### config.mk
export PLATFORM = sky130hd
export DESIGN_NAME = turret_top
export DESIGN_NICKNAME = d
export VERILOG_FILES = /design/src/hdl/tracker_pkg.sv /design/src/hdl/frame_capture.sv /design/src/hdl/object_detect.sv /design/src/hdl/centroid_accum.sv /design/src/hdl/target_hold.sv /design/src/hdl/servo_pwm.sv /design/src/hdl/turret_top.sv
export SDC_FILE = /design/constraint.sdc
export NUM_CORES = 1
export LEC_CHECK = 0
export BUFFER_PORTS_ARGS = -buffer_cell sky130_fd_sc_hd__buf_2
export CAP_MARGIN = 40
export CORE_AREA = 2 2 186 206
export DETAILED_ROUTE_END_ITERATION = 8
export DIE_AREA = 0 0 188 208
export PLACE_DENSITY = 0.64
export SYNTH_ARGS = -nofsm -noshare
export SYNTH_HDL_FRONTEND = slang
export SYNTH_HIERARCHICAL = 1
export SYNTH_SLANG_ARGS = --single-unit
### constraint.sdc
create_clock -name D5M_PIXLCLK -period 3.2 [get_ports D5M_PIXLCLK]
set_input_delay 0.16 -clock D5M_PIXLCLK [delete_from_list [all_inputs] [get_ports D5M_PIXLCLK]]
set_output_delay 0.16 -clock D5M_PIXLCLK [all_outputs]
set_load 0.05 [all_outputs]
### src/hdl/tracker_pkg.sv
/*
 * Tracker package
 * Widths, bus structs, divider states and tuning constants shared by
 * the camera tracking pipeline and the servo drivers.
 */
package tracker_pkg;

    // ==================================================================
    // Widths
    // ==================================================================
    typedef logic [11:0] pix_t;
    typedef logic [9:0]  col_t;
    typedef logic [8:0]  row_t;
    typedef logic [15:0] frame_cnt_t;
    typedef logic [21:0] sum_t;
    typedef logic [12:0] hits_t;
    typedef logic [11:0] pwm_cnt_t;

    // ==================================================================
    // Buses between stages
    // ==================================================================
    typedef struct packed {
        pix_t pix;
        col_t col;
        row_t row;
        logic valid;
    } pixel_bus_s;

    typedef struct packed {
        col_t col;
        row_t row;
        logic hit;
    } hit_s;

    typedef struct packed {
        col_t col;
        row_t row;
        logic found;
    } centroid_s;

    typedef struct packed {
        col_t col;
        row_t row;
    } aim_s;

    // Centroid divider FSM
    typedef enum logic [1:0] {
        div_idle,
        div_divide,
        div_done
    } div_state_e;

    // ==================================================================
    // Tuning
    // ==================================================================
    // Small frame keeps simulation short
    localparam int FRAME_COLS = 64;
    localparam int FRAME_ROWS = 48;

    localparam pix_t HIT_THRESHOLD = 12'd2048;
    localparam int   LOST_FRAMES   = 3;

    // Servo timing in pixel clocks
    localparam int SERVO_PERIOD = 2048;
    localparam int SERVO_MIN    = 512;

    // Aim point with no target
    localparam int CENTER_COL = 32;
    localparam int CENTER_ROW = 24;

endpackage

### src/hdl/frame_capture.sv
/*
 * Frame capture
 * Registers the D5M pixel, line-valid and frame-valid signals, gates
 * capture with start and stop strobes and tracks column, row and frame.
 */
`timescale 1ns/1ps

module frame_capture (
    input  logic                    reset,
    input  logic                    D5M_PIXLCLK,
    input  tracker_pkg::pix_t       d5m_d,
    input  logic                    d5m_lval,
    input  logic                    d5m_fval,
    input  logic                    capture_start,
    input  logic                    capture_stop,
    output tracker_pkg::pixel_bus_s pixel,
    output logic                    frame_end,
    output tracker_pkg::frame_cnt_t frame_count
);

    tracker_pkg::pix_t d_q;
    logic              lval_q;
    logic              fval_q;
    logic              lval_d;
    logic              fval_d;
    logic              fval_rise;
    logic              fval_fall;
    logic              line_end;
    logic              capturing;
    logic              start_pending;
    logic              stop_pending;
    logic              in_window;
    tracker_pkg::col_t col_cnt;
    tracker_pkg::row_t row_cnt;

    // Sensor input registers
    always_ff @(posedge D5M_PIXLCLK)
    begin
        d_q <= d5m_d;
    end

    always_ff @(posedge D5M_PIXLCLK)
    begin
        if (reset)
        begin
            lval_q <= 1'b0;
            fval_q <= 1'b0;
            lval_d <= 1'b0;
            fval_d <= 1'b0;
        end
        else
        begin
            lval_q <= d5m_lval;
            fval_q <= d5m_fval;
            lval_d <= lval_q;
            fval_d <= fval_q;
        end
    end

    assign fval_rise = fval_q & ~fval_d;
    assign fval_fall = ~fval_q & fval_d;
    assign line_end  = ~lval_q & lval_d;

    // ==================================================================
    // Capture enable
    // ==================================================================
    always_ff @(posedge D5M_PIXLCLK)
    begin
        if (reset)
        begin
            capturing     <= 1'b0;
            start_pending <= 1'b0;
            stop_pending  <= 1'b0;
        end
        else
        begin
            // Start takes effect on a frame boundary
            if (fval_rise && start_pending)
            begin
                capturing     <= 1'b1;
                start_pending <= 1'b0;
            end
            // Stop lets the running frame finish
            if (fval_fall && capturing && stop_pending)
            begin
                capturing    <= 1'b0;
                stop_pending <= 1'b0;
            end
            if (capture_start)
            begin
                start_pending <= 1'b1;
                stop_pending  <= 1'b0;
            end
            if (capture_stop)
            begin
                stop_pending  <= 1'b1;
                start_pending <= 1'b0;
            end
        end
    end

    // ==================================================================
    // Position and frame counters
    // ==================================================================
    always_ff @(posedge D5M_PIXLCLK)
    begin
        if (reset)
        begin
            col_cnt <= '0;
            row_cnt <= '0;
        end
        else
        begin
            // Column zero while the line is blanked
            if (lval_q)
                col_cnt <= col_cnt + 1'b1;
            else
                col_cnt <= '0;
            if (!fval_q)
                row_cnt <= '0;
            else if (line_end)
                row_cnt <= row_cnt + 1'b1;
        end
    end

    always_ff @(posedge D5M_PIXLCLK)
    begin
        if (reset)
        begin
            frame_end   <= 1'b0;
            frame_count <= '0;
        end
        else
        begin
            frame_end <= fval_fall & capturing;
            if (fval_fall && capturing)
                frame_count <= frame_count + 1'b1;
        end
    end

    // Crop anything outside the configured frame
    assign in_window = (col_cnt < tracker_pkg::col_t'(tracker_pkg::FRAME_COLS)) &&
                       (row_cnt < tracker_pkg::row_t'(tracker_pkg::FRAME_ROWS));

    always_comb
    begin
        pixel.pix   = d_q;
        pixel.col   = col_cnt;
        pixel.row   = row_cnt;
        pixel.valid = capturing & fval_q & lval_q & in_window;
    end

endmodule

### src/hdl/object_detect.sv
/*
 * Object detect
 * Marks pixels brighter than the detection threshold and passes the
 * verdict on together with the pixel position.
 */
`timescale 1ns/1ps

module object_detect (
    input  logic                    reset,
    input  logic                    D5M_PIXLCLK,
    input  tracker_pkg::pixel_bus_s pixel,
    output tracker_pkg::hit_s       hit
);

    // Position travels with the verdict
    always_ff @(posedge D5M_PIXLCLK)
    begin
        hit.col <= pixel.col;
        hit.row <= pixel.row;
    end

    always_ff @(posedge D5M_PIXLCLK)
    begin
        if (reset)
            hit.hit <= 1'b0;
        else
            hit.hit <= pixel.valid && (pixel.pix > tracker_pkg::HIT_THRESHOLD);
    end

endmodule

### src/hdl/centroid_accum.sv
/*
 * Centroid accumulator
 * Sums the coordinates of marked pixels over a frame and divides both
 * sums by the hit count at frame end to give the mean target position.
 */
`timescale 1ns/1ps

module centroid_accum (
    input  logic                   reset,
    input  logic                   D5M_PIXLCLK,
    input  tracker_pkg::hit_s      hit,
    input  logic                   frame_end,
    output tracker_pkg::centroid_s centroid,
    output logic                   cent_valid
);

    // Partial remainder and quotient of one axis
    typedef struct packed {
        tracker_pkg::hits_t rem;
        tracker_pkg::sum_t  quo;
    } div_reg_s;

    tracker_pkg::div_state_e state;
    tracker_pkg::sum_t       col_sum;
    tracker_pkg::sum_t       row_sum;
    tracker_pkg::hits_t      hit_cnt;
    tracker_pkg::hits_t      divisor;
    div_reg_s                col_div;
    div_reg_s                row_div;
    div_reg_s                col_next;
    div_reg_s                row_next;
    logic [$clog2($bits(tracker_pkg::sum_t))-1:0] step_cnt;

    // One restoring step, dividend bits shift out as quotient bits shift in
    function automatic div_reg_s div_step(div_reg_s cur, tracker_pkg::hits_t den);
        logic [$bits(tracker_pkg::hits_t):0] trial;
        div_reg_s                            nxt;
        trial   = {cur.rem, cur.quo[$bits(tracker_pkg::sum_t)-1]};
        nxt.quo = {cur.quo[$bits(tracker_pkg::sum_t)-2:0], 1'b0};
        if (trial >= {1'b0, den})
        begin
            trial      = trial - {1'b0, den};
            nxt.quo[0] = 1'b1;
        end
        nxt.rem = trial[$bits(tracker_pkg::hits_t)-1:0];
        return nxt;
    endfunction

    assign col_next   = div_step(col_div, divisor);
    assign row_next   = div_step(row_div, divisor);
    assign cent_valid = (state == tracker_pkg::div_done);

    // ==================================================================
    // Per-frame sums
    // ==================================================================
    always_ff @(posedge D5M_PIXLCLK)
    begin
        if (reset)
        begin
            col_sum <= '0;
            row_sum <= '0;
            hit_cnt <= '0;
        end
        else if (frame_end && state == tracker_pkg::div_idle)
        begin
            // Sums handed to the divider, next frame starts clean
            col_sum <= '0;
            row_sum <= '0;
            hit_cnt <= '0;
        end
        else if (hit.hit)
        begin
            col_sum <= col_sum + tracker_pkg::sum_t'(hit.col);
            row_sum <= row_sum + tracker_pkg::sum_t'(hit.row);
            hit_cnt <= hit_cnt + 1'b1;
        end
    end

    // ==================================================================
    // Divider
    // ==================================================================
    always_ff @(posedge D5M_PIXLCLK)
    begin
        if (state == tracker_pkg::div_idle)
        begin
            divisor  <= hit_cnt;
            col_div  <= '{rem: '0, quo: col_sum};
            row_div  <= '{rem: '0, quo: row_sum};
            step_cnt <= $bits(step_cnt)'($bits(tracker_pkg::sum_t) - 1);
        end
        else if (state == tracker_pkg::div_divide)
        begin
            col_div  <= col_next;
            row_div  <= row_next;
            step_cnt <= step_cnt - 1'b1;
        end
    end

    always_ff @(posedge D5M_PIXLCLK)
    begin
        if (reset)
        begin
            state    <= tracker_pkg::div_idle;
            centroid <= '0;
        end
        else
        begin
            case (state)
                tracker_pkg::div_idle:
                begin
                    if (frame_end && hit_cnt == '0)
                    begin
                        // Empty frame, report right away
                        centroid <= '0;
                        state    <= tracker_pkg::div_done;
                    end
                    else if (frame_end)
                        state <= tracker_pkg::div_divide;
                end
                tracker_pkg::div_divide:
                begin
                    if (step_cnt == '0)
                    begin
                        centroid.col   <= tracker_pkg::col_t'(col_next.quo);
                        centroid.row   <= tracker_pkg::row_t'(row_next.quo);
                        centroid.found <= 1'b1;
                        state          <= tracker_pkg::div_done;
                    end
                end
                default:
                    state <= tracker_pkg::div_idle;
            endcase
        end
    end

endmodule

### src/hdl/target_hold.sv
/*
 * Target hold
 * Keeps the last good centroid, counts consecutive empty frames and
 * falls back to the screen center once the target is lost.
 */
`timescale 1ns/1ps

module target_hold (
    input  logic                   reset,
    input  logic                   D5M_PIXLCLK,
    input  tracker_pkg::centroid_s centroid,
    input  logic                   cent_valid,
    output tracker_pkg::aim_s      aim,
    output logic                   on_screen
);

    tracker_pkg::aim_s target;
    logic [$clog2(tracker_pkg::LOST_FRAMES + 1)-1:0] miss_cnt;

    always_ff @(posedge D5M_PIXLCLK)
    begin
        if (cent_valid && centroid.found)
        begin
            target.col <= centroid.col;
            target.row <= centroid.row;
        end
    end

    // Miss counter saturates at the loss limit
    always_ff @(posedge D5M_PIXLCLK)
    begin
        if (reset)
        begin
            on_screen <= 1'b0;
            miss_cnt  <= '0;
        end
        else if (cent_valid)
        begin
            if (centroid.found)
            begin
                on_screen <= 1'b1;
                miss_cnt  <= '0;
            end
            else if (int'(miss_cnt) != tracker_pkg::LOST_FRAMES)
            begin
                miss_cnt <= miss_cnt + 1'b1;
                if (int'(miss_cnt) == tracker_pkg::LOST_FRAMES - 1)
                    on_screen <= 1'b0;
            end
        end
    end

    always_comb
    begin
        if (on_screen)
            aim = target;
        else
        begin
            aim.col = tracker_pkg::col_t'(tracker_pkg::CENTER_COL);
            aim.row = tracker_pkg::row_t'(tracker_pkg::CENTER_ROW);
        end
    end

endmodule

### src/hdl/servo_pwm.sv
/*
 * Servo PWM
 * One axis of servo drive. The pulse is SERVO_MIN plus the position
 * in pixel clocks, repeated every SERVO_PERIOD clocks.
 */
`timescale 1ns/1ps

module servo_pwm (
    input  logic              reset,
    input  logic              D5M_PIXLCLK,
    input  tracker_pkg::col_t position,
    output logic              pwm
);

    tracker_pkg::pwm_cnt_t period_cnt;
    tracker_pkg::pwm_cnt_t width;

    // Width loaded on the last clock, held for the whole next period
    always_ff @(posedge D5M_PIXLCLK)
    begin
        if (reset)
        begin
            period_cnt <= '0;
            width      <= '0;
        end
        else if (period_cnt == tracker_pkg::pwm_cnt_t'(tracker_pkg::SERVO_PERIOD - 1))
        begin
            period_cnt <= '0;
            width      <= tracker_pkg::pwm_cnt_t'(tracker_pkg::SERVO_MIN) +
                          tracker_pkg::pwm_cnt_t'(position);
        end
        else
            period_cnt <= period_cnt + 1'b1;
    end

    assign pwm = (period_cnt < width);

endmodule

### src/hdl/turret_top.sv
/*
 * Turret top
 * Camera tracking pipeline from sensor pins to the pan and tilt
 * servo outputs.
 */
`timescale 1ns/1ps

module turret_top (
    input  logic                    D5M_PIXLCLK,
    input  logic                    reset,
    input  tracker_pkg::pix_t       D5M_D,
    input  logic                    D5M_LVAL,
    input  logic                    D5M_FVAL,
    input  logic                    capture_start,
    input  logic                    capture_stop,
    output tracker_pkg::centroid_s  centroid,
    output logic                    cent_valid,
    output logic                    on_screen,
    output tracker_pkg::aim_s       aim,
    output logic                    pan_pwm,
    output logic                    tilt_pwm,
    output tracker_pkg::frame_cnt_t frame_count
);

    tracker_pkg::pixel_bus_s pixel;
    tracker_pkg::hit_s       hit;
    logic                    frame_end;

    // ==================================================================
    // Tracking pipeline
    // ==================================================================
    frame_capture u_capture (
        .reset         (reset),
        .D5M_PIXLCLK   (D5M_PIXLCLK),
        .d5m_d         (D5M_D),
        .d5m_lval      (D5M_LVAL),
        .d5m_fval      (D5M_FVAL),
        .capture_start (capture_start),
        .capture_stop  (capture_stop),
        .pixel         (pixel),
        .frame_end     (frame_end),
        .frame_count   (frame_count)
    );

    object_detect u_detect (
        .reset       (reset),
        .D5M_PIXLCLK (D5M_PIXLCLK),
        .pixel       (pixel),
        .hit         (hit)
    );

    centroid_accum u_centroid (
        .reset       (reset),
        .D5M_PIXLCLK (D5M_PIXLCLK),
        .hit         (hit),
        .frame_end   (frame_end),
        .centroid    (centroid),
        .cent_valid  (cent_valid)
    );

    target_hold u_hold (
        .reset       (reset),
        .D5M_PIXLCLK (D5M_PIXLCLK),
        .centroid    (centroid),
        .cent_valid  (cent_valid),
        .aim         (aim),
        .on_screen   (on_screen)
    );

    // Servos, pan follows column and tilt follows row
    servo_pwm u_pan (
        .reset       (reset),
        .D5M_PIXLCLK (D5M_PIXLCLK),
        .position    (aim.col),
        .pwm         (pan_pwm)
    );

    servo_pwm u_tilt (
        .reset       (reset),
        .D5M_PIXLCLK (D5M_PIXLCLK),
        .position    (tracker_pkg::col_t'(aim.row)),
        .pwm         (tilt_pwm)
    );

endmodule

[Yosys cells after proc, flatten, opt, wreduce, memory -nomap -nowiden]
Cells that the tools add are included.
Storage, ports and cells
  bits in registers: 312
  input port bits: 18
  output and inout port bits: 59
  word-level logic and storage cells: 129
Cells by class
  $add $sub $neg: 14
  $lt $le $gt $ge: 7
  equal/unequal tests: 9
  muxes and demuxes: 26
  bitwise operators: 10
  reductions and logical operators: 27
Operator list (number)
  22-bit two-way mux: 4
  20-bit two-way mux: 2
  20-bit case mux with 2 select lines: 1
  14-bit by 13-bit greater-or-equal comparator with 1-bit output: 2
  13-bit two-way mux: 2
  13-bit subtractor: 2
  12-bit by 1-bit adder with 12-bit output, second input constant: 2
  12-bit by 11-bit equality test with 1-bit output, second input constant: 2
  12-bit < comparator: 2
  22-bit by 10-bit adder with 22-bit output: 1
  22-bit by 9-bit adder with 22-bit output: 1
  19-bit two-way mux: 1
  16-bit by 1-bit adder with 16-bit output, second input constant: 1
  2-bit OR reduction: 7
  13-bit by 1-bit adder with 13-bit output, second input constant: 1
  13-bit logical NOT: 1
  12-bit greater-than comparator, second input constant: 1
  10-bit by 10-bit adder with 11-bit output, first input constant: 1
  10-bit by 9-bit adder with 11-bit output, first input constant: 1
  10-bit by 1-bit adder with 10-bit output, second input constant: 1
  10-bit by 7-bit < comparator with 1-bit output, second input constant: 1
  1-bit two-way mux: 10
  2-bit two-way mux: 5
  9-bit by 1-bit adder with 9-bit output, second input constant: 1
  other kinds (18): 40

[Logic depth before layout (Yosys ltp)]
Gate-level depths: netlist of the first run.
  depth after elaboration: 7
  depth in mapped cells: 11
  gate-level depth less buffers: 10

[Cells and area by module]
Netlist of the first run, hierarchy kept.
Modules (own cells, without submodules)
  centroid_accum: times used 1, cells each 921, area each 8943.6 um^2, sequential area each 3913.8 um^2
  servo_pwm: times used 2, cells each 126, area each 1173.6 um^2, sequential area each 460.4 um^2
  frame_capture: times used 1, cells each 209, area each 1999.4 um^2, sequential area each 1101.1 um^2
  target_hold: times used 1, cells each 59, area each 860.8 um^2, sequential area each 630.6 um^2
  object_detect: times used 1, cells each 26, area each 432.9 um^2, sequential area each 400.4 um^2
  turret_top: times used 1, cells each 1, area each 3.8 um^2, sequential area each 0.0 um^2

[Worst setup path after synthesis of the first run]
OpenSTA, ideal clock, no wires.
  path type: register -> register
  start point: register u_centroid.state[1]
  end point: register u_hold/target[0] (netlist name) (enable)
  library setup time: 0.345 ns
  data arrival time: 3.182 ns
  required time: 2.855 ns
  slack: -0.327 ns
  stages on the path, launching flop included: 5
  buffers on the path: 1
  period minus slack after synthesis: 3.527 ns
  cell sequence: dfxtp_1 -> clkbuf_1 -> clkinv_1 -> nor2_1 -> and2_2
On the way
  cells in the longest elaborated chain, start to end: 2
Ends and longest elaborated chain
  start, declared: line centroid_accum.sv:23  | tracker_pkg::div_state_e state;
  start signal, assigned: line centroid_accum.sv:103  | state <= tracker_pkg::div_idle;
  start signal, assigned: line centroid_accum.sv:115  | state <= tracker_pkg::div_done;
  start signal, assigned: line centroid_accum.sv:118  | state <= tracker_pkg::div_divide;
  2-bit equality test: line centroid_accum.sv:51  | assign cent_valid = (state == tracker_pkg::div_done);
  net cent_valid: line turret_top.sv:17  | output logic cent_valid,
  1-bit logical AND: line target_hold.sv:22  | if (cent_valid && centroid.found)
  end, declared: line target_hold.sv:17  | tracker_pkg::aim_s target;
The timed path passes the listed nets, and every way through them passes these cells.
A chain may end at the register's enable or synchronous reset.

[Worst setup path in the final report of the first run]
  start point: register u_centroid.divisor[0]
  end point: register u_centroid/col_div[25] (netlist name)
On the way
  cells in the longest elaborated chain, start to end: 2
  elaborated cells between the ends (all ways): 3
  classes of those cells: add/sub: 1; order compare: 1; mux: 1
Ends and longest elaborated chain
  start, declared: line centroid_accum.sv:27  | tracker_pkg::hits_t divisor;
  start signal, assigned: line centroid_accum.sv:86  | divisor <= hit_cnt;
  13-bit subtractor or 14-bit by 13-bit greater-or-equal comparator with 1-bit output (tied branches): line centroid_accum.sv:42, centroid_accum.sv:40
  13-bit two-way mux (*): line centroid_accum.sv:40  | if (trial >= {1'b0, den})
  end signal, assigned: line centroid_accum.sv:87  | col_div <= '{rem: '0, quo: col_sum};
  end signal, assigned: line centroid_accum.sv:93  | col_div <= col_next;
  end, declared: line centroid_accum.sv:28  | div_reg_s col_div;
Every way passes the cells marked *; elsewhere a longest branch is shown, timed or not.

==> results of run 1 <==
-- timing repair --
item	4_1_cts	5_1_grt
gates resized for setup	0	0
hold endpoints to repair	16	0
hold buffers	17	0
-- kinds of logic after synthesis --
family,after synthesis
adders and majority gates,79
xor gates and xnor gates,85
buffers and inverters,126
muxes,84
AOI/OAI and AO/OA,270
and+or+nand+nor,513
DFF,310
other,1
-- final timing paths --
kind                                              end  slack, ns  cells after the start
setup / recovery  u_centroid/col_div[25]$_SDFFE_PP0P_       0.37                     10
hold / removal        u_pan/period_cnt[10]$_SDFF_PP0_       0.13                      2
setup reg to reg  u_centroid/col_div[25]$_SDFFE_PP0P_       0.37                     10
hold reg to reg              u_detect/hit[19]$_DFF_P_       0.39                      0
-- layout make-up --
| cell class | instances | share of cell area |
|---|---|---|
| clock buffer | 44 | 0.0559 |
| clock inverter | 22 | 0.0130 |
| inverter | 73 | 0.0164 |
| multi-input combinational | 1033 | 0.422 |
| sequential | 310 | 0.414 |
| tap | 494 | 0.0367 |
| timing repair buffer | 113 | 0.0418 |
-- flip-flops by register name, summed over array words and instances, names as in the netlist, 12 cells and up --
signal and count:
u_capture/d_q 12, u_capture/frame_count 16, u_centroid/centroid 20, u_centroid/col_div 35, u_centroid/col_sum 22, u_centroid/divisor 13, u_centroid/hit_cnt 13, u_centroid/row_div 35
u_centroid/row_sum 22, u_detect/hit 20, u_hold/target 19, u_pan/period_cnt 12, u_tilt/period_cnt 12
-- layout by cell type, fill, tap and decap left out, types with 7 or more instances in the layout --
cell type	count
dfxtp_1	234
mux2_2	44
clkbuf_1	7
and4_1	7
or3_1	20
dlygate4sd3_1	17
clkinv_2	9
o21ai_0	50
o21a_1	12
xor2_1	45
nand4_1	29
a211oi_1	17
a21o_1	17
nor2_1	126
nand3_1	69
buf_2	75
xnor2_1	40
or4_1	7
nor4_1	9
a21oi_1	83
clkbuf_16	36
o31ai_1	12
mux2i_1	40
o211ai_1	8
nor3_1	45
edfxtp_1	76
buf_4	21
and3_1	16
nand2b_1	19
inv_1	70
nor2b_1	15
nand2_1	97
ha_1	75
and2_1	23
-- routing by layer --
layer | GRT usage | wire length [µm]
met5 | 0 | 0
met4 | 0.0448 | 677
met3 | 0.0243 | 1230
met2 | 0.268 | 14600
met1 | 0.211 | 14900
-- power by group --
part | internal (mW) | leakage [nW] | switching (mW)
clock | 2.36 | 0.573 | 1.66
combinational | 0.0685 | 3.29 | 0.107
sequential | 4.02 | 2.77 | 0.0179
total | 6.45 | 6.64 | 1.78
-- metrics by stage --
| stage | utilization | power (mW) |
|---|---|---|
| after floorplan | - | 4.23 |
| after global placement | 0.420 | 4.27 |
| after detailed placement | 0.420 | 4.28 |
| after CTS | 0.456 | 8.33 |
| after global routing | 0.456 | 8.50 |
| final | 0.456 | 8.23 |
-- synth_stat cells, drive strengths merged, types with 13 or more instances --
cell      n
nor2    128
nor3     46
dfxtp   234
and3     16
nand2b   19
inv      71
xor2     45
a21o     17
edfxtp   76
mux2     44
o21a     13
mux2i    40
nand4    32
or3      20
a21oi    83
clkbuf   25
and2     24
a211oi   20
nand3    69
o21ai    57
nor2b    15
ha       75
nand2    97
xnor2    40
buf      27
-- worst register-to-register path, cell delays in order (launching register included) --
cell,delay (ns)
edfxtp_1,0.42
ha_1,0.24
inv_1,0.07
fa_1,0.23
a211oi_1,0.08
o21ai_0,0.34
a211oi_1,0.15
o21ai_1,0.65
buf_4,0.25
mux2i_1,0.18
o21ai_0,0.09
==> flow_metrics.py, run 1 <==
metrics = {
    "critical_path": {
        "crit_required_ns": 3.60,
        "crit_path_top_delay_cell": "o21ai_1",
        "critical_path_class": "reg -> reg",
        "startpoint_type": "flop",
        "cp-startpoint": "u_centroid/divisor[0]$_DFFE_PP_",
        "crit_buf_inv": 2,
        "cp_top_family": "compound AO/OA/AOI/OAI gates",
        "cp_cell_sequence": "ha_1 -> inv_1 -> fa_1 -> a211oi_1 -> o21ai_0 -> a211oi_1 -> o21ai_1 -> buf_4 -> mux2i_1 -> o21ai_0",
        "cp_max_fo": 9,
        "slowest_delay_ns": 0.65,
        "worstPathArrival_ns": 3.23,
        "r2r-start": "u_centroid/divisor[0]$_DFFE_PP_",
        "crit_path_end_kind": "flop",
    },
    "cts": {
        "cts_setup_buffers": 0,
        "cts_root_buf": "clkbuf_16",
        "cts_tree": "yes",
        "clock_sinks": 310,
        "path_clk_slew_ns": 0.06,
        "cts-htree-levels": 2,
        "cts_buffers": 36,
        "cts_buffer_depth": 3,
        "clock_latency_ns": 0.53,
    },
    "synth": {
        "netlist_instances": 1468,
        "synth_area_per_cell_um2": 9.94,
        "synthSimpleGateAreaFrac": 0.181,
        "synth.top_cell.area_share": 0.321,
        "synth_xor_area_frac": 0.0510,
        "synth_fa_ha_area_frac": 0.0698,
        "synth_area_leaders": "dfxtp_1 32%, edfxtp_1 16%, ha_1 6.4%",
        "synth_edf_count": 76,
        "synth_mux_area_frac": 0.0614,
        "synth_top_family_by_area": "simple AND/OR/NAND/NOR gates",
        "yosysWarningCount": 6,
        "synth_compound_area_frac": 0.122,
        "synth_cell_types": 82,
        "synthFlopType": "dfxtp_1",
        "syn-cell-area_um2": 14600,
        "synth-async-reset-ratio": 0,
        "ys_seq_area_frac": 0.478,
        "synth_seq_cells": 310,
        "yosys.area.top_type": "dfxtp_1",
    },
    "final_layout": {
        "drive_gt1_frac": 0.140,
        "fin_cells": 2089,
        "insertedDiodeCount": 0,
        "syn_to_final_growth_pct": 15.4,
        "fill_cells": 3461,
        "multi_input_area_um2": 7110,
        "fin_nets": 1664,
        "seq_area_um2": 6970,
        "stdcell_area_um2": 16800,
    },
    "placement": {
        "dpl.hpwl_mm": 21.5,
        "post-place-ws_ns": 0.388,
        "dp_cells": 2006,
        "portBuffers": 76,
        "postPlaceCellArea_um2": 15500,
        "gp_congestion": 0.826,
    },
    "sta": {
        "min_period_over_period": 0.885,
        "hold_slack_ns": 0.133,
        "setup_slack_ns": 0.367,
        "worst_slew_pin_slew_ns": 0.862,
        "hold_violations": 0,
        "timing.setup.tns_ns": 0,
        "finalMaxSlewViolations": 0,
        "max_freq_ghz": 0.353,
        "relSlewSlack": 0.423,
        "finClkSkew_ns": 0.0255,
        "finalCriticalPeriod_ns": 2.83,
        "setup_violations": 0,
        "rsz0062_at_grt": "false",
    },
    "worst_hold_path": {
        "hold_path_startpoint": "reset",
        "hold_path_class": "in -> reg",
    },
    "pwr": {
        "ir_worst_vdd_mv": 0.323,
        "p_leak_nw": 6.64,
        "p_per_area_nw_per_um2": 489,
    },
    "flow_run": {
        "max_cap_viol_count": 0,
    },
    "route": {
        "routed_wl_mm": 31.4,
        "route.detailed.drc": 0,
        "via_count": 10900,
        "dr.pass1.iters": 5,
        "drt_iter0_drc": 689,
        "vias_per_cell": 5.22,
        "drtAntennaViolNets": 0,
        "routedWlPerCell_um": 15.0,
    },
    "global_routing": {
        "antenna_found_initial": 0,
        "grt_pass1_vias": 10500,
        "grt_max_degree": 57,
        "grt_overflow": 0,
        "grt_pass1_wl_mm": 52.3,
        "grt_usage": 0.159,
    },
    "run_status": {
        "outcome": "complete, no violations",
    },
    "die": {
        "chipWidth_um": 188,
        "core_um2": 36900,
        "dieArea_um2": 39100,
        "num_rows": 74,
        "io_pins": 77,
        "start_util": 0.395,
        "die_y_um": 208,
    },
}
Power figures use the tool's default switching activity.
==> inputs of run 2 (changes only) <==
==> constraint.sdc (replaced) <==
create_clock -name D5M_PIXLCLK -period 3.2 [get_ports D5M_PIXLCLK]
set_input_delay 0.32 -clock D5M_PIXLCLK [delete_from_list [all_inputs] [get_ports D5M_PIXLCLK]]
set_output_delay 0.32 -clock D5M_PIXLCLK [all_outputs]
set_load 0.05 [all_outputs]
==> run 2 against run 1 <==
Against the previous run: utilization up 0.11 points; routed wire length about the same; critical path type unchanged; largest power group is now clock; highest routed layer unchanged; sequential power about the same; critical path depth up 1; global-route usage up 0.15 points.
==> flow_metrics.py, run 2 (synthesis results as in run 1) <==
metrics = {
    "sta": {
        "worst_slew_pin_slew_ns": 0.873,
        "finClkSkew_ns": 0.0169,
        "finalCriticalPeriod_ns": 2.79,
        "max_freq_ghz": 0.358,
        "relSlewSlack": 0.416,
        "setup_violations": 0,
        "min_period_over_period": 0.873,
        "finalMaxSlewViolations": 0,
        "rsz0062_at_grt": "false",
        "timing.setup.tns_ns": 0,
        "hold_violations": 0,
    },
    "route": {
        "drt_iter0_drc": 655,
        "vias_per_cell": 5.23,
        "via_count": 10900,
        "routed_wl_mm": 31.4,
        "drtAntennaViolNets": 0,
        "dr.pass1.iters": 5,
        "routedWlPerCell_um": 15.1,
        "route.detailed.drc": 0,
    },
    "global_routing": {
        "grtUsageMet3": 0.0214,
        "top_usage_layer": "met2",
        "antenna_found_initial": 0,
        "grt_usage": 0.160,
        "grt_pass1_vias": 10700,
        "grt_max_degree": 47,
        "use_met1": 0.210,
        "grt_util_met2": 0.275,
        "grt_overflow": 0,
        "grt_pass1_wl_mm": 52.7,
    },
    "critical_path": {
        "worstPathArrival_ns": 3.17,
        "crit_required_ns": 3.58,
        "cp_top_family": "compound AO/OA/AOI/OAI gates",
        "cp_max_fo": 9,
        "startpoint_type": "flop",
        "crit_path_top_delay_cell": "fa_1",
        "cp_cell_sequence": "inv_1 -> ha_1 -> inv_1 -> fa_1 -> a211oi_1 -> o21ai_0 -> a211oi_1 -> o21ai_1 -> buf_4 -> mux2i_1 -> o21ai_0",
        "slowest_delay_ns": 0.42,
        "crit_buf_inv": 3,
        "worstRegToRegCells": 11,
        "r2r-start": "u_centroid/col_div[21]$_DFFE_PP_",
        "crit-reg2reg-capture": "u_centroid/col_div[26]$_SDFFE_PP0P_",
        "crit_path_end_kind": "flop",
        "critical_path_class": "reg -> reg",
        "reg2reg_slack_ns": 0.41,
    },
    "placement": {
        "dp_cells": 2007,
        "dpl.hpwl_mm": 21.9,
        "gp_congestion": 0.839,
        "portBuffers": 76,
    },
    "final_layout": {
        "final_cell_mix": "234 x dfxtp_1, 126 x nor2_1, 97 x nand2_1",
        "reg_top3": "u_centroid/col_div: 35 flops, u_centroid/row_div: 35 flops",
        "syn_to_final_growth_pct": 15.6,
        "insertedDiodeCount": 0,
        "fin_cells": 2086,
        "fill_cells": 3414,
        "multi_input_area_um2": 7110,
        "seq_area_um2": 6970,
        "drive_gt1_frac": 0.141,
        "fin_nets": 1661,
        "final_common_cell": "dfxtp_1",
    },
    "die": {
        "chipWidth_um": 188,
        "dieArea_um2": 39100,
        "num_rows": 74,
        "start_util": 0.395,
        "core_um2": 36900,
        "io_pins": 77,
        "die_y_um": 208,
    },
    "pwr": {
        "p_per_area_nw_per_um2": 497,
        "switching_share": 0.204,
        "ir_worst_vdd_mv": 0.298,
        "power_frac_clock": 0.498,
        "p_int_mw": 6.67,
        "seq_power_share": 0.481,
        "p_leak_nw": 6.65,
        "pwr-share-comb": 0.021,
        "power_switching_mw": 1.71,
    },
    "worst_hold_path": {
        "holdPathEnd": "u_capture/fval_q$_SDFF_PP0_",
        "hold_path_startpoint": "D5M_FVAL",
        "hold_path_class": "in -> reg",
        "holdPathStages": 2,
    },
    "cts": {
        "cts_tree": "yes",
        "cts_buffers": 36,
        "cts_buffer_depth": 3,
        "cts-htree-levels": 2,
        "cts_root_buf": "clkbuf_16",
        "clock_latency_ns": 0.52,
        "clock_sinks": 310,
        "path_clk_slew_ns": 0.06,
        "cts_setup_buffers": 0,
    },
    "run_status": {
        "outcome": "complete, no violations",
    },
    "flow_run": {
        "max_cap_viol_count": 0,
    },
}
-- run 2: layout make-up --
cell class	instances	area share
clock inverter	14	0.00935
multi-input combinational	1033	0.421
sequential	310	0.413
clock buffer	52	0.0637
timing repair buffer	110	0.0398
inverter	73	0.0163
tap	494	0.0366
-- run 2: what timing repair did --
item,CTS,global route
hold endpoints to repair,13,0
gates resized for setup,0,0
setup endpoints to repair,0,0
hold buffers,13,0
-- run 2: power by group through the flow --
| stage | combinational, mW | clock [mW] | sequential, mW |
|---|---|---|---|
| floorplan | 0.113 | 0 | 4.11 |
| global placement | 0.158 | 0 | 4.12 |
| detailed placement | 0.161 | 0 | 4.12 |
| CTS | 0.173 | 4.28 | 4.03 |
| global route | 0.193 | 4.43 | 4.03 |
| finish | 0.173 | 4.17 | 4.03 |
-- run 2: routing by layer --
metal  share of wire  wire [µm]  vias to the layer above
met5               0          0                        -
met4           0.019        591                        0
met3           0.033       1050                       43
met2            0.48      15000                      179
met1            0.47      14800                     5222
li1                -          -                     5463
-- run 2: how the worst max path moves through the flow --
stage	from	endpoint	depth (start not counted)
after CTS	u_centroid/col_div[21]$_DFFE_PP_	u_centroid/col_div[26]$_SDFFE_PP0P_	11
final	u_centroid/col_div[21]$_DFFE_PP_	u_centroid/col_div[26]$_SDFFE_PP0P_	11
after global routing	u_centroid/col_div[21]$_DFFE_PP_	u_centroid/col_div[31]$_SDFFE_PP0P_	10
after floorplan	u_centroid/state[1]$_SDFFE_PP0P_	u_hold/target[0]$_DFFE_PP_	4
after global placement	u_centroid/col_div[21]$_DFFE_PP_	u_centroid/col_div[0]$_DFFE_PP_	9
after detailed placement	u_centroid/col_div[21]$_DFFE_PP_	u_centroid/col_div[26]$_SDFFE_PP0P_	11
-- run 2: per-stage QoR --
step / area (µm²) / power [mW] / setup WS (ns) / utilization / hold slack [ns]
global placement: 15500 / 4.28 / 0.496 / 0.420 / 0.371
finish: 16900 / 8.38 / 0.408 / 0.457 / 0.0196
CTS: 16900 / 8.49 / 0.385 / 0.457 / 0.00103
floorplan: 14600 / 4.23 / 0.622 / - / 0.348
detailed placement: 15500 / 4.28 / 0.395 / 0.420 / 0.374
global route: 16900 / 8.66 / 0.0800 / 0.457 / 0.0136
